==> src/acq_params.svh <==
`ifndef ACQ_PARAMS_SVH
`define ACQ_PARAMS_SVH

//////////////////////////////
// adc front end
//////////////////////////////

// adc code width
`define ACQ_ADC_BITS 12
// samples packed per burst
`define ACQ_BURST_LEN 4

//////////////////////////////
// storage and header fields
//////////////////////////////

`define ACQ_MEM_AW 10        // 1024 words in the sample memory
`define ACQ_PRETRIG_AW 4     // delay line, up to 15 bursts of pre-trigger
`define ACQ_FILL_BITS 24     // fill number
`define ACQ_TAG_BITS 16      // channel tag
`define ACQ_NBURST_BITS 11   // bursts per fill

`endif

==> src/acq_pkg.sv <==
`default_nettype none
`include "acq_params.svh"

package acq_pkg;

	// one adc sample, 16 bits on the bus
	typedef struct packed {
		logic                          ovr;   // over-range pin at sample time
		logic [16-`ACQ_ADC_BITS-2:0]   pad;   // always zero
		logic [`ACQ_ADC_BITS-1:0]      code;  // raw adc code
	} adc_sample_t;

	// four samples, lane 0 holds the oldest
	typedef struct packed {
		adc_sample_t [`ACQ_BURST_LEN-1:0] lane;
	} adc_burst_t;

	// first word of every fill
	typedef struct packed {
		logic [`ACQ_FILL_BITS-1:0]   fill_num;  // fill counter at trigger
		logic [`ACQ_TAG_BITS-1:0]    tag;       // channel tag
		logic [`ACQ_NBURST_BITS-1:0] nbursts;   // bursts that follow the header
		logic                        ovr_seen;  // over-range in the trigger burst
		logic [62-`ACQ_FILL_BITS-`ACQ_TAG_BITS-`ACQ_NBURST_BITS:0] pad;
	} fill_header_t;

	// one memory word, header or burst depending on its place in the fill
	typedef union packed {
		fill_header_t hdr;
		adc_burst_t   burst;
	} acq_word_u;

	// word address into the sample memory
	typedef logic [`ACQ_MEM_AW-1:0] mem_addr_t;

endpackage

`default_nettype wire

==> src/fill_controller.sv <==
`timescale 1ns/1ps
`default_nettype none
`include "acq_params.svh"

module fill_controller (
	input  wire                          clk125,
	input  wire                          rst,
	input  wire acq_pkg::adc_burst_t     dly_burst,
	input  wire                          dly_stb,
	input  wire                          acq_enable,
	input  wire                          acq_trig,
	input  wire [`ACQ_TAG_BITS-1:0]      channel_tag,
	input  wire [`ACQ_FILL_BITS-1:0]     initial_fill_num,
	input  wire                          initial_fill_num_wr,
	input  wire [`ACQ_NBURST_BITS-1:0]   num_bursts,
	output logic [`ACQ_FILL_BITS-1:0]    fill_num,
	output logic                         acq_done,
	output acq_pkg::mem_addr_t           fill_base_addr,
	output logic                         wr_en,
	output acq_pkg::mem_addr_t           wr_addr,
	output acq_pkg::acq_word_u           wr_word
);
	import acq_pkg::*;

	localparam logic [1:0] S_IDLE   = 2'd0;
	localparam logic [1:0] S_HEADER = 2'd1;  // header on the write port
	localparam logic [1:0] S_BURSTS = 2'd2;

	logic [1:0]                   state;
	mem_addr_t                    base;     // header slot of the next fill
	logic [`ACQ_NBURST_BITS-1:0]  nb_lat;   // burst count taken at acceptance
	logic [`ACQ_NBURST_BITS-1:0]  stored;   // bursts sent to the write port
	logic                         wr_last;  // word on the port closes the fill
	logic                         accept;
	logic                         capture;
	logic                         finish;
	logic                         ovr_now;
	fill_header_t                 hdr;

	assign accept  = (state == S_IDLE) && acq_trig && acq_enable;
	assign capture = (state != S_IDLE) && dly_stb && (stored != nb_lat);
	assign finish  = wr_en && wr_last;

	// The header leaves before any burst is stored, so its over-range flag
	// covers the delayed burst held at acceptance, i.e. the burst just ahead
	// of the first stored one. Over-range inside the stored bursts is still
	// visible per sample in the burst words.
	always_comb begin
		ovr_now = 1'b0;
		for (int i = 0; i < `ACQ_BURST_LEN; i++) begin
			ovr_now = ovr_now | dly_burst.lane[i].ovr;
		end
		hdr = '0;
		hdr.fill_num = fill_num;
		hdr.tag      = channel_tag;
		hdr.nbursts  = num_bursts;
		hdr.ovr_seen = ovr_now;
	end

	//////////////////////////////
	// fill FSM and counters
	//////////////////////////////
	always_ff @(posedge clk125) begin
		if (rst) begin
			state <= S_IDLE;
			wr_en <= 1'b0;
			wr_last <= 1'b0;
			acq_done <= 1'b0;
			fill_num <= '0;
			base <= '0;
			fill_base_addr <= '0;
			nb_lat <= '0;
			stored <= '0;
		end else begin
			wr_en <= accept | capture;
			wr_last <= (accept && num_bursts == '0) || (capture && stored + 1'b1 == nb_lat);
			acq_done <= finish;  // cycle after the last write
			case (state)
				S_IDLE: begin
					if (accept) begin
						state <= S_HEADER;
						nb_lat <= num_bursts;
						stored <= '0;
					end
					if (initial_fill_num_wr) begin
						fill_num <= initial_fill_num;  // only between fills
					end
				end
				S_HEADER: state <= S_BURSTS;
				default: ;  // S_BURSTS holds until finish
			endcase
			if (capture) begin
				stored <= stored + 1'b1;
			end
			if (finish) begin  // overrides the case, also for zero-burst fills
				state <= S_IDLE;
				fill_num <= fill_num + 1'b1;
				fill_base_addr <= base;
				base <= base + mem_addr_t'(nb_lat) + 1'b1;  // wraps mod 1024
			end
		end
	end

	// write port payload, header first then bursts at base+1, base+2 ...
	always_ff @(posedge clk125) begin
		if (accept) begin
			wr_addr <= base;
			wr_word.hdr <= hdr;
		end else if (capture) begin
			wr_addr <= base + mem_addr_t'(stored) + 1'b1;
			wr_word.burst <= dly_burst;
		end
	end

	assert property (@(posedge clk125) disable iff (rst) wr_en |-> (state != S_IDLE))
		else $error("memory write outside a fill");
	assert property (@(posedge clk125) disable iff (rst) acq_done |=> !acq_done)
		else $error("acq_done longer than one cycle");

endmodule

`default_nettype wire

==> config.mk <==
export PLATFORM = sky130hd
export DESIGN_NAME = fill_controller
export DESIGN_NICKNAME = d
export VERILOG_FILES = /design/src/acq_pkg.sv /design/src/fill_controller.sv
export VERILOG_INCLUDE_DIRS = /design/src
export SDC_FILE = /design/constraint.sdc
export NUM_CORES = 1
export LEC_CHECK = 0
export BUFFER_PORTS_ARGS = -buffer_cell sky130_fd_sc_hd__buf_2
export CAP_MARGIN = 25
export CELL_PAD_IN_SITES_DETAIL_PLACEMENT = 0
export CELL_PAD_IN_SITES_GLOBAL_PLACEMENT = 1
export CORE_MARGIN = 4
export CORE_UTILIZATION = 38
export CTS_CLUSTER_SIZE = 14
export DETAILED_ROUTE_END_ITERATION = 10
export PLACE_DENSITY_LB_ADDON = 0.1
export SLEW_MARGIN = 20
export SYNTH_ARGS = -nofsm -noshare
export SYNTH_HDL_FRONTEND = slang
export SYNTH_SLANG_ARGS = --single-unit
==> constraint.sdc <==
create_clock -name clk125 -period 6.34 [get_ports clk125]
set_input_delay 0.317 -clock clk125 [delete_from_list [all_inputs] [get_ports clk125]]
set_output_delay 0.317 -clock clk125 [all_outputs]
set_load 0.01 [all_outputs]
[Word-level counts from Yosys, hierarchy flattened]
Index checks and enable logic that the tools add are counted.
Storage, ports and cells
  flip-flop bits (word level): 145
  output and inout port bits: 110
  word-level logic and storage cells: 59
  bits of input ports: 121
Operators by class
  add/sub/neg operators: 6
  muxes and demuxes: 12
  equal/unequal tests: 4
  bitwise operators: 4
  reductions and logical operators: 21
Operator list (count)
  64-bit two-way mux: 2
  24-bit two-way mux: 3
  11-bit two-way mux: 3
  24-bit by 1-bit adder with 24-bit output, second input constant: 1
  10-bit by 1-bit adder with 10-bit output, second input constant: 2
  10-bit adder: 2
  10-bit two-way mux: 2
  2-bit nonzero test: 6
  11-bit by 1-bit adder with 11-bit output, second input constant: 1
  11-bit equality test: 1
  11-bit logical NOT: 1
  11-bit inequality test: 1
  2-bit AND reduction: 4
  1-bit logical AND: 7
  1-bit OR: 4
  2-bit one-hot mux with 2 select lines: 1
  2-bit by 1-bit equality test with 1-bit output, second input constant: 1
  2-bit logical NOT: 1
  2-bit two-way mux: 1
  2-bit inequality test, second input constant: 1
  2-bit OR reduction: 1
  1-bit logical OR: 1

[Depth between registers and ports, before layout]
Gate-level depths: netlist of the first run.
  word-level depth: 6
  depth in mapped cells: 10
  depth with buffers taken out: 10

[Worst setup path after synthesis of the first run]
Ideal clock, no wire load.
  path kind: register -> register
  start: register stored[4]
  end: register stored[0]
  path buffers: 1
  cell stages (with the launch flop): 8
  data required time: 6212 ps
  setup time: 128 ps
  clock period less this slack: 4477 ps
  path slack: 1863 ps
  arrival time: 4349 ps
  cell sequence: dfxtp_1 > buf_2 > xor2_1 > nand4b_1 > nor3_4 > o21ai_1 > mux2_2 > nor2_1
On the way
  longest elaborated chain between the ends: 4
  elaborated cells on any way between the ends: 6
  classes of those cells: 1 x eq/ne; 1 x mux; 4 x reduce/logical
RTL lines
  start: declaration: line fill_controller.sv:32  | logic [`ACQ_NBURST_BITS-1:0] stored;
  start signal: assignment: line fill_controller.sv:93  | stored <= stored + 1'b1;
  11-bit inequality test *: line fill_controller.sv:41  | assign capture = (state != S_IDLE) && dly_stb && (stored != nb_lat);
  1-bit logical AND *: line fill_controller.sv:41
  2-bit nonzero test (no line)
  2-bit AND reduction (no line)
Every way passes the cells marked *; elsewhere a longest branch is shown, timed or not.
A chain may end at the register's enable or synchronous reset.

[Final worst setup path of the first run]
  start: register stored[3]
  end: register stored[0]
The elaborated chain is that of the path after synthesis.

==> results of run 1 <==
-- cell families after synthesis --
family                   count (synthesis)  synth area share (%)
AO/OA/AOI/OAI                          198                 18.54
XOR/XNOR                                30                 3.774
AND/OR/NAND/NOR                        291                 19.37
multiplexers                             7                 1.048
adder cells (fa/ha/maj)                 22                 4.053
flip-flops                             145                 49.20
buffers and inverters                   64                 4.018
-- per-layer routing --
metal  wire [um]  part of all wire (%)
met2       10420                    48
met3        1442                   6.7
met1        9339                    43
met4         281                   1.3
met5          13                 0.060
-- registers in the layout (all words and copies together) (netlist names) --
signal	flops
fill_num	24
stored	11
fill_base_addr	10
acq_done	1
wr_addr	10
nb_lat	11
wr_en	1
wr_last	1
base	10
wr_word	64
state	2
-- cell usage after synthesis, types with 7 or more instances --
master and count:
a21oi_1 74, a31oi_1 10, and3_1 9, xor2_1 7
nand4_1 10, o21ai_0 20, nand2_1 130, buf_2 14
nor2_1 43, nor4_1 11, nand3b_1 9, clkbuf_1 24
inv_1 14, nand3_1 24, a22o_1 39, edfxtp_1 62
xnor2_1 22, nor3_1 24, ha_1 20, dfxtp_1 83
a211oi_1 11
-- power by group through the flow --
stage                     sequential (uW)  combinational (uW)  clock [uW]
after detailed placement             1100                 288           0
after floorplan                      1120                 125           0
after CTS                            1080                 290        1040
after global placement               1100                 287           0
final                                1080                 284        1020
after global routing                 1090                 315        1090
-- worst max-delay path by stage --
stage                                       from                     end  slack, ns
after floorplan           stored[4]$_SDFFE_PP0P_  stored[0]$_SDFFE_PP0P_       1.86
after global placement    stored[4]$_SDFFE_PP0P_  stored[0]$_SDFFE_PP0P_       3.76
after detailed placement  stored[3]$_SDFFE_PP0P_  stored[0]$_SDFFE_PP0P_       3.74
after CTS                 stored[3]$_SDFFE_PP0P_  stored[0]$_SDFFE_PP0P_       3.71
after global routing      stored[0]$_SDFFE_PP0P_    wr_addr[8]$_DFFE_PP_       3.45
final                     stored[3]$_SDFFE_PP0P_  stored[0]$_SDFFE_PP0P_       3.75
-- worst register-to-register path, stage by stage (launching register included) --
cell	delay [ns]
dfxtp_1	0.56
xnor2_1	0.18
nand4b_1	0.19
nor3_4	0.10
o21ai_4	0.39
buf_4	0.70
mux2_2	0.30
nor2_1	0.04
-- per-stage QoR --
stage	total power [uW]	worst slack, ns	hold WS, ns	utilization [%]	cells
finish	2381	3.749	0.1250	49.57	1207
global route	2490	3.447	0.1120	49.57	1207
floorplan	1249	1.863	0.4496	-	757
CTS	2415	3.713	0.1084	49.49	1206
global placement	1388	3.756	0.4402	46.22	1174
detailed placement	1389	3.744	0.4447	46.22	1174
-- final cells by class --
class,count,area [um^2]
fillers,1800,9214
flip-flops and latches,145,3523
multi-input cells,548,3371
repair buffers,239,1226
clock buffers,19,442.9
well taps,229,286.5
clock inverters,13,153.9
inverters,14,52.55
==> insert_results.sql, run 1 <==
INSERT INTO impl_metrics (metric_group, metric, value, unit) VALUES
('critical_path', 'setup.reg_to_reg.worst_slack', '3.75', 'ns'),
('grt', 'global_route.usage.met2', '33.28', '%'),
('placement', 'dp_hpwl', '15.54', 'mm'),
('drt', 'drt-wirelength-per-cell', '17.81', 'um'),
('timing', 'timing_hold_violations_final', '0', ''),
('finish', 'design_area', '0.009056', 'mm^2'),
('logic_synthesis', 'number_of_synthesized_flops_with_an_enable_pin', '62', ''),
('run_status', 'outcome', 'completed', ''),
('power_and_ir_drop', 'power_leakage', '0.003813', 'uW'),
('grt', 'groute.usage.overall', '20.02', '%'),
('cts', 'cts.htree.levels', '4', ''),
('finish', 'most_common_library_cell_in_the_layout_ignoring_fill_and_taps', 'buf_2', ''),
('logic_synthesis', 'synth_top_cell_by_area', 'edfxtp_1', ''),
('timing', 'period_minus_slack', '2.591', 'ns'),
('finish', 'design.final.nets', '1108', ''),
('critical_path', 'critPathBufInv', '1', ''),
('power_and_ir_drop', 'ir_worst_vdd', '0.0001788', 'V'),
('grt', 'pin_count_of_the_biggest_net_entering_global_routing', '73', ''),
('finish', 'layout-drive-gt1-share', '29.04', '%'),
('min_path', 'hp-start', 'dly_burst[7]', ''),
('cts', 'clock_insertion_delay_worst_skew', '0.43', 'ns'),
('grt', 'globalRouteOverflowTotal', '0', ''),
('logic_synthesis', 'postSynthAreaPerCell', '9.461', 'um^2'),
('floorplan', 'number_of_top_level_pins', '231', ''),
('critical_path', 'timing.critical_path.max_delay_family', 'buffers and inverters', ''),
('logic_synthesis', 'synth.top_cell.area_share', '26.00', '%'),
('power_and_ir_drop', 'p_sw', '627.3', 'uW'),
('cts', 'post-cts-setup-buffer-count', '0', ''),
('timing', 'rsz0062_at_grt', 'no', ''),
('grt', 'grt-busiest-layer', 'met2', ''),
('critical_path', 'crit_arrival', '2.88', 'ns'),
('power_and_ir_drop', 'swShare', '26.34', '%'),
('drt', 'total_length_of_routed_wires', '21.50', 'mm'),
('cts', 'cts.hold.buffers_added', '0', ''),
('finish', 'antenna-diode-count', '0', ''),
('critical_path', 'critical-path-slowest-cell', 'buf_4', ''),
('logic_synthesis', 'synth-warning-count', '0', ''),
('power_and_ir_drop', 'share_of_total_power_in_combinational_logic', '11.9', '%'),
('critical_path', 'slowest_delay', '0.70', 'ns'),
('power_and_ir_drop', 'p_clk_share', '42.7', '%'),
('finish', 'syn_to_final_growth', '26.45', '%'),
('drt', 'antenna_violating_nets_post_route', '0', ''),
('grt', 'first_pass_grt_wire_length', '34.02', 'mm'),
('logic_synthesis', 'ys_ff_latch', '145', ''),
('grt', 'first_global_vias', '6058', ''),
('cts', 'clk_pin_slew', '0.06', 'ns'),
('drt', 'drt-vias-per-instance', '5.278', ''),
('timing', 'max_clock_freq', '386.0', 'MHz'),
('critical_path', 'r2r-end', 'stored[0]$_SDFFE_PP0P_', ''),
('timing', 'slew_headroom', '46.62', '%'),
('floorplan', 'floorplan.die_area', '0.02111', 'mm^2'),
('logic_synthesis', 'cells_after_synthesis', '757', ''),
('logic_synthesis', 'synth_seq_area_share', '49.20', '%'),
('cts', 'clock_tree_from_tritoncts', 'done', ''),
('timing', 'timing_max_transition_violations_final', '0', ''),
('logic_synthesis', 'syn-cell-area', '0.007162', 'mm^2'),
('finish', 'most_frequent_cells_in_the_layout', '230 x buf_2, 130 x nand2_1, 83 x dfxtp_1', ''),
('critical_path', 'crit_chain', 'xnor2_1, nand4b_1, nor3_4, o21ai_4, buf_4, mux2_2, nor2_1', ''),
('power_and_ir_drop', 'power_report.internal_total', '1754', 'uW'),
('critical_path', 'critPathLaunchType', 'flip-flop', ''),
('floorplan', 'floorplan.rows', '49', ''),
('flow_run', 'drv_cap', '0', ''),
('logic_synthesis', 'yosys-top-cells-area', 'edfxtp_1 26%, dfxtp_1 23%, nand2_1 6.8%', ''),
('placement', 'dpl_cell_area', '0.008444', 'mm^2'),
('cts', 'clock_sink_count', '145', ''),
('drt', 'dr_total_vias', '6371', ''),
('critical_path', 'r2r.worst_path.cells', '7', ''),
('grt', 'gr-usage-met3', '6.112', '%'),
('grt', 'met1_track_demand_over_resource_in_global_routing', '25.48', '%'),
('logic_synthesis', 'synth-async-reset-ratio', '0', '%'),
('drt', 'drc', '0', '');
Note: power is estimated with default switching activity, not from simulation.
==> run 2, diff against run 1 <==
- clock period: 6.34 -> 2.4 ns (I/O delays scaled with it)
==> run 2 against run 1 <==
Combinational power increased to 3.3 times the previous value; global-route usage rose by 1.6 points; power rose to 2.7 times the previous value; wire length is 7.8% higher; critical path type unchanged; largest cell class unchanged; highest routed layer unchanged.
==> insert_results.sql, run 2 (synthesized netlist as in run 1, its figures left out) <==
INSERT INTO impl_metrics (metric_group, metric, value, unit) VALUES
('cts', 'clk_pin_slew', '0.06', 'ns'),
('placement', 'dp_hpwl', '16.18', 'mm'),
('floorplan', 'design.core.area', '0.01827', 'mm^2'),
('critical_path', 'slowest_delay', '0.41', 'ns'),
('timing', 'timing_max_transition_violations_final', '0', ''),
('critical_path', 'critical_path_peak_fanout', '4', ''),
('flow_run', 'drv_cap', '0', ''),
('timing', 'setup_viol_count_final', '0', ''),
('grt', 'groute.usage.overall', '21.62', '%'),
('power_and_ir_drop', 'power_leakage', '0.004404', 'uW'),
('finish', 'design.final.nets', '1241', ''),
('drt', 'total_length_of_routed_wires', '23.18', 'mm'),
('grt', 'first_global_vias', '6809', ''),
('min_path', 'min-delay-path-class', 'primary input to flip-flop', ''),
('timing', 'fin_skew', '0.01165', 'ns'),
('critical_path', 'crit_chain', 'inv_1, ha_1, fa_1, nor2b_1, o21ai_0, a21boi_1, o211ai_1, a2111oi_1, nand3b_1', ''),
('placement', 'dpl_cell_area', '0.008653', 'mm^2'),
('finish', 'design_area', '0.01036', 'mm^2'),
('floorplan', 'chipHeight', '145.3', 'um'),
('drt', 'drc', '0', ''),
('critical_path', 'cp_data_required_time', '2.69', 'ns'),
('drt', 'drt-vias-per-instance', '5.158', ''),
('grt', 'pin_count_of_the_biggest_net_entering_global_routing', '46', ''),
('finish', 'max_ffs_per_register', '64', ''),
('finish', 'most_frequent_cells_in_the_layout', '230 x buf_2, 130 x nand2_1, 111 x dlygate4sd3_1', ''),
('run_status', 'outcome', 'completed', ''),
('finish', 'largest_registers', 'wr_word: 64 flops, fill_num: 24 flops', ''),
('drt', 'drt_first_pass_iters', '5', ''),
('floorplan', 'number_of_top_level_pins', '231', ''),
('timing', 'max_clock_freq', '440.1', 'MHz'),
('floorplan', 'floorplan.rows', '49', ''),
('finish', 'most_common_library_cell_in_the_layout_ignoring_fill_and_taps', 'buf_2', ''),
('placement', 'gp_congestion', '0.8389', ''),
('floorplan', 'floorplan.die_area', '0.02111', 'mm^2'),
('cts', 'cts-buffers-inserted', '17', ''),
('critical_path', 'critPathLaunchType', 'flip-flop', ''),
('power_and_ir_drop', 'ir_worst_vdd', '0.0005044', 'V'),
('drt', 'drt-wirelength-per-cell', '17.30', 'um'),
('finish', 'syn_to_final_growth', '44.69', '%'),
('cts', 'clockBufferDepth', '2', ''),
('grt', 'number_of_antenna_violations_at_the_first_check_in_global_routing', '1', ''),
('critical_path', 'crit_arrival', '2.56', 'ns'),
('placement', 'io_buffer_count', '230', ''),
('drt', 'dr_total_vias', '6912', ''),
('timing', 'post-route-period-util', '94.68', '%'),
('floorplan', 'die_w', '145.3', 'um'),
('drt', 'antenna_violating_nets_post_route', '0', ''),
('critical_path', 'timing.setup.critical_path_class', 'flip-flop to flip-flop', ''),
('cts', 'clock_insertion_delay_worst_skew', '0.42', 'ns'),
('cts', 'clock_sink_count', '145', ''),
('cts', 'cts_root_buffer', 'clkbuf_16', ''),
('grt', 'globalRouteOverflowTotal', '0', ''),
('power_and_ir_drop', 'post-layout-total-power', '6454', 'uW'),
('timing', 'period_minus_slack', '2.272', 'ns'),
('cts', 'clock_tree_from_tritoncts', 'done', ''),
('power_and_ir_drop', 'power.density', '622.8', 'mW/mm^2'),
('critical_path', 'end_kind', 'flip-flop', ''),
('timing', 'slew_headroom', '63.23', '%'),
('critical_path', 'critical-path-slowest-cell', 'fa_1', ''),
('finish', 'layout-drive-gt1-share', '27.90', '%'),
('finish', 'largest_register', 'wr_word', ''),
('grt', 'first_pass_grt_wire_length', '37.02', 'mm'),
('timing', 'timing_hold_violations_final', '0', ''),
('timing', 'timing_worst_slew_pin_value', '0.5495', 'ns'),
('drt', 'drt_iter0_drc', '316', ''),
('cts', 'cts.htree.levels', '4', ''),
('floorplan', 'initial_cell_density_of_the_core', '39.20', '%'),
('finish', 'antenna-diode-count', '0', '');
[run 2: changes by cell type in the layout (fill, tap and decap cells not counted), sizes merged]
cell | before | now
buf | 239 | 261
clkbuf | 19 | 18
clkinvlp | 2 | 3
dlygate4sd3 | 0 | 111
[run 2: area by class of cell]
type,instances,area [um^2]
fillers,1698,7908
flip-flops and latches,145,3523
multi-input cells,548,3395
repair buffers,372,2520
clock buffers,18,429.2
well taps,229,286.5
clock inverters,14,156.4
inverters,14,52.55
[run 2: critical path: cells and delay by family (launching register included)]
kind | cells | cell delay (ns)
AOI/OAI and AO/OA | 4 | 0.78
and+or+nand+nor | 2 | 0.27
adders and majority gates | 2 | 0.63
DFF | 1 | 0.37
buffers and inverters | 1 | 0.07
[run 2: timing repair]
item                       CTS  global route
setup endpoints to repair    0             3
buffers inserted             0             0
hold endpoints to repair    96             0
resized for setup            0             4
hold buffers               111             0
[run 2: worst paths after layout]
path         slack, ns                  endpoint                    start  cells after the start
max               0.13      wr_addr[8]$_DFFE_PP_     base[0]$_SDFFE_PP0P_                      9
min               0.05  fill_num[1]$_SDFFE_PP0P_      initial_fill_num_wr                      3
max reg2reg       0.13      wr_addr[8]$_DFFE_PP_     base[0]$_SDFFE_PP0P_                      9
min reg2reg       0.45   wr_word[8]$_SDFFE_PP0P_  wr_word[8]$_SDFFE_PP0P_                      2
[run 2: report_power, final]
part	total [uW]	switching, uW	leakage, uW	internal, uW
Combinational	937	492	0.00286	445
Sequential	2850	101	0.00127	2750
Clock	2670	1120	0.000279	1550
Total	6450	1710	0.00440	4740
[run 2: through the flow]
stage                     utilization, %  hold WS [ns]  std cells  TNS (ns)  worst slack, ns
after floorplan                        -        0.2560        757         0          0.01316
after global placement             47.36        0.3512       1197         0           0.1515
after detailed placement           47.36        0.3548       1197         0           0.1249
after CTS                          56.65       0.03021       1340         0          0.09209
after global routing               56.72       0.04533       1340  -0.03660         -0.03660
final                              56.72       0.04871       1340         0           0.1277
[run 2: per-layer routing]
metal	track usage, %	part of all wire (%)
met1	26.67	43
met2	37.35	49
met3	6.361	6.2
met4	5.223	1.3
met5	0	0.086
==> run 3, diff against run 2 <==
- CORE_UTILIZATION: 38 -> 39
- CTS_BUF_LIST: unset -> sky130_fd_sc_hd__clkbuf_8
==> run 3 against run 2 <==
Critical path depth decreased by 3; core utilization is 0.096 points lower; sequential power about the same; final cell count increased by 0.15%; sequential share of layout area grew 0.52 points; global-route usage fell by 0.13 points; sequential cell count did not move; register-to-register slack gained 0.03 ns; setup slack better by 0.032 ns; clock skew fell by 0.0023 ns; non-clock buffer count increased by 1; largest cell class unchanged; largest power group unchanged.
==> insert_results.sql, run 3 (synthesized netlist as in run 1, its figures left out) <==
INSERT INTO impl_metrics (metric_group, metric, value, unit) VALUES
('finish', 'syn_to_final_growth', '42.50', '%'),
('placement', 'io_buffer_count', '230', ''),
('timing', 'rsz0062_at_grt', 'yes', ''),
('timing', 'whs', '0.02566', 'ns'),
('critical_path', 'timing.setup.critical_path_class', 'flip-flop to flip-flop', ''),
('timing', 'timing_worst_slew_pin_value', '0.7399', 'ns'),
('run_status', 'outcome', 'completed', ''),
('cts', 'clockBufferDepth', '2', ''),
('floorplan', 'floorplan.rows', '49', ''),
('finish', 'max_ffs_per_register', '64', ''),
('timing', 'post-route-period-util', '93.34', '%'),
('timing', 'timing.final.ws_setup', '0.1599', 'ns'),
('floorplan', 'chipHeight', '143.5', 'um'),
('power_and_ir_drop', 'power_leakage', '0.004322', 'uW'),
('placement', 'place_inst', '1197', ''),
('timing', 'timing_hold_violations_final', '0', ''),
('cts', 'cts.htree.levels', '4', ''),
('timing', 'max_clock_freq', '446.4', 'MHz'),
('timing', 'timing_max_transition_violations_final', '0', ''),
('grt', 'globalRouteOverflowTotal', '0', ''),
('cts', 'clk_pin_slew', '0.09', 'ns'),
('finish', 'largest_register', 'wr_word', ''),
('critical_path', 'end_kind', 'flip-flop', ''),
('cts', 'clock_sink_count', '145', ''),
('critical_path', 'critPathLaunchType', 'flip-flop', ''),
('min_path', 'min-delay-path-class', 'primary input to flip-flop', ''),
('cts', 'cts_root_buffer', 'clkbuf_8', ''),
('drt', 'drt_iter0_drc', '329', ''),
('finish', 'design.final.nets', '1242', ''),
('timing', 'fin_skew', '0.009330', 'ns'),
('floorplan', 'number_of_top_level_pins', '231', ''),
('drt', 'drt-wirelength-per-cell', '16.88', 'um'),
('critical_path', 'cp_data_required_time', '2.60', 'ns'),
('flow_run', 'drv_cap', '0', ''),
('finish', 'most_frequent_cells_in_the_layout', '230 x buf_2, 130 x nand2_1, 112 x dlygate4sd3_1', ''),
('floorplan', 'design.core.area', '0.01802', 'mm^2'),
('grt', 'number_of_antenna_violations_at_the_first_check_in_global_routing', '1', ''),
('finish', 'fill_cells', '1662', ''),
('floorplan', 'initial_cell_density_of_the_core', '39.73', '%'),
('timing', 'slew_headroom', '50.68', '%'),
('grt', 'pin_count_of_the_biggest_net_entering_global_routing', '67', ''),
('cts', 'post-cts-setup-buffer-count', '0', ''),
('finish', 'final_core_util', '56.62', '%'),
('timing', 'setup_viol_count_final', '0', ''),
('grt', 'first_global_vias', '6903', ''),
('placement', 'dp_hpwl', '16.21', 'mm'),
('drt', 'dr_total_vias', '7022', ''),
('drt', 'antenna_violating_nets_post_route', '0', ''),
('grt', 'first_pass_grt_wire_length', '35.02', 'mm'),
('grt', 'groute.usage.overall', '21.48', '%'),
('critical_path', 'critical_path_peak_fanout', '66', ''),
('power_and_ir_drop', 'post-layout-total-power', '5838', 'uW'),
('finish', 'most_common_library_cell_in_the_layout_ignoring_fill_and_taps', 'buf_2', ''),
('timing', 'period_minus_slack', '2.240', 'ns'),
('finish', 'layout-drive-gt1-share', '28.06', '%'),
('cts', 'clock_insertion_delay_worst_skew', '0.45', 'ns'),
('floorplan', 'floorplan.die_area', '0.02060', 'mm^2'),
('cts', 'cts-buffers-inserted', '17', ''),
('power_and_ir_drop', 'ir_worst_vdd', '0.0003328', 'V'),
('finish', 'largest_registers', 'wr_word: 64 flops, fill_num: 24 flops', ''),
('placement', 'place_ws', '0.03680', 'ns'),
('drt', 'drc', '0', ''),
('finish', 'instances_no_fill', '1342', ''),
('cts', 'clock_tree_from_tritoncts', 'done', ''),
('drt', 'drt_first_pass_iters', '5', ''),
('drt', 'total_length_of_routed_wires', '22.66', 'mm'),
('critical_path', 'crit_arrival', '2.44', 'ns'),
('floorplan', 'die_w', '143.5', 'um'),
('placement', 'gp_congestion', '0.8865', ''),
('power_and_ir_drop', 'power.density', '572.0', 'mW/mm^2'),
('drt', 'drt-vias-per-instance', '5.232', '');
## run 3: timing repair
action                                  in CTS  in global routing
hold buffers                               112                  0
endpoints found under the hold margin       96                  0
endpoints found under the setup margin       0                  6
gates resized for setup                      0                  6
## run 3: routing by layer
layer | vias up | global-route usage (%) | part of all wire [%]
met5 | - | 0 | 0
met4 | 0 | 8.622 | 2.6
met3 | 40 | 4.592 | 7.3
met2 | 230 | 36.92 | 49
met1 | 3298 | 26.29 | 41
li1 | 3454 | - | -
## run 3: per-stage QoR
stage	setup TNS [ns]	cell area, um^2
4_1_cts	0	10190
6_report	0	10210
2_1_floorplan	0	7191
5_1_grt	-0.01410	10210
3_3_place_gp	0	8653
3_5_place_dp	0	8653
## run 3: cell type report
class / instances / area (um^2) / area share [%]
well taps: 229 / 286.5 / 2.807
diodes: 1 / 2.502 / 0.02452
clock inverters: 15 / 181.4 / 1.778
multi-input cells: 548 / 3396 / 33.27
clock buffers: 17 / 234.0 / 2.293
flip-flops and latches: 145 / 3523 / 34.52
inverters: 14 / 52.55 / 0.5149
repair buffers: 373 / 2530 / 24.79
## run 3: path summary, 6_finish.rpt
path / from / end / cells after the start / slack, ns
min reg2reg: fill_base_addr[6]$_SDFFE_PP0P_ / fill_base_addr[6]$_SDFFE_PP0P_ / 2 / 0.46
max reg2reg: stored[3]$_SDFFE_PP0P_ / wr_word[41]$_DFFE_PP_ / 6 / 0.16
max: stored[3]$_SDFFE_PP0P_ / wr_word[41]$_DFFE_PP_ / 6 / 0.16
min: initial_fill_num[16] / fill_num[16]$_SDFFE_PP0P_ / 3 / 0.03
## run 3: worst max-delay path: stages, from the launching register on
cell	delay [ns]
dfxtp_1	0.56
xnor2_1	0.21
nand4b_1	0.19
nor3_4	0.38
nor2_4	0.16
buf_12	0.22
a22o_1	0.22
## run 3: power by group
group          switching (uW)  internal (uW)  leakage, uW  total, uW
Sequential               98.5           2750      0.00127       2850
Combinational             492            441      0.00285        934
Clock                    1020           1040     0.000207       2060
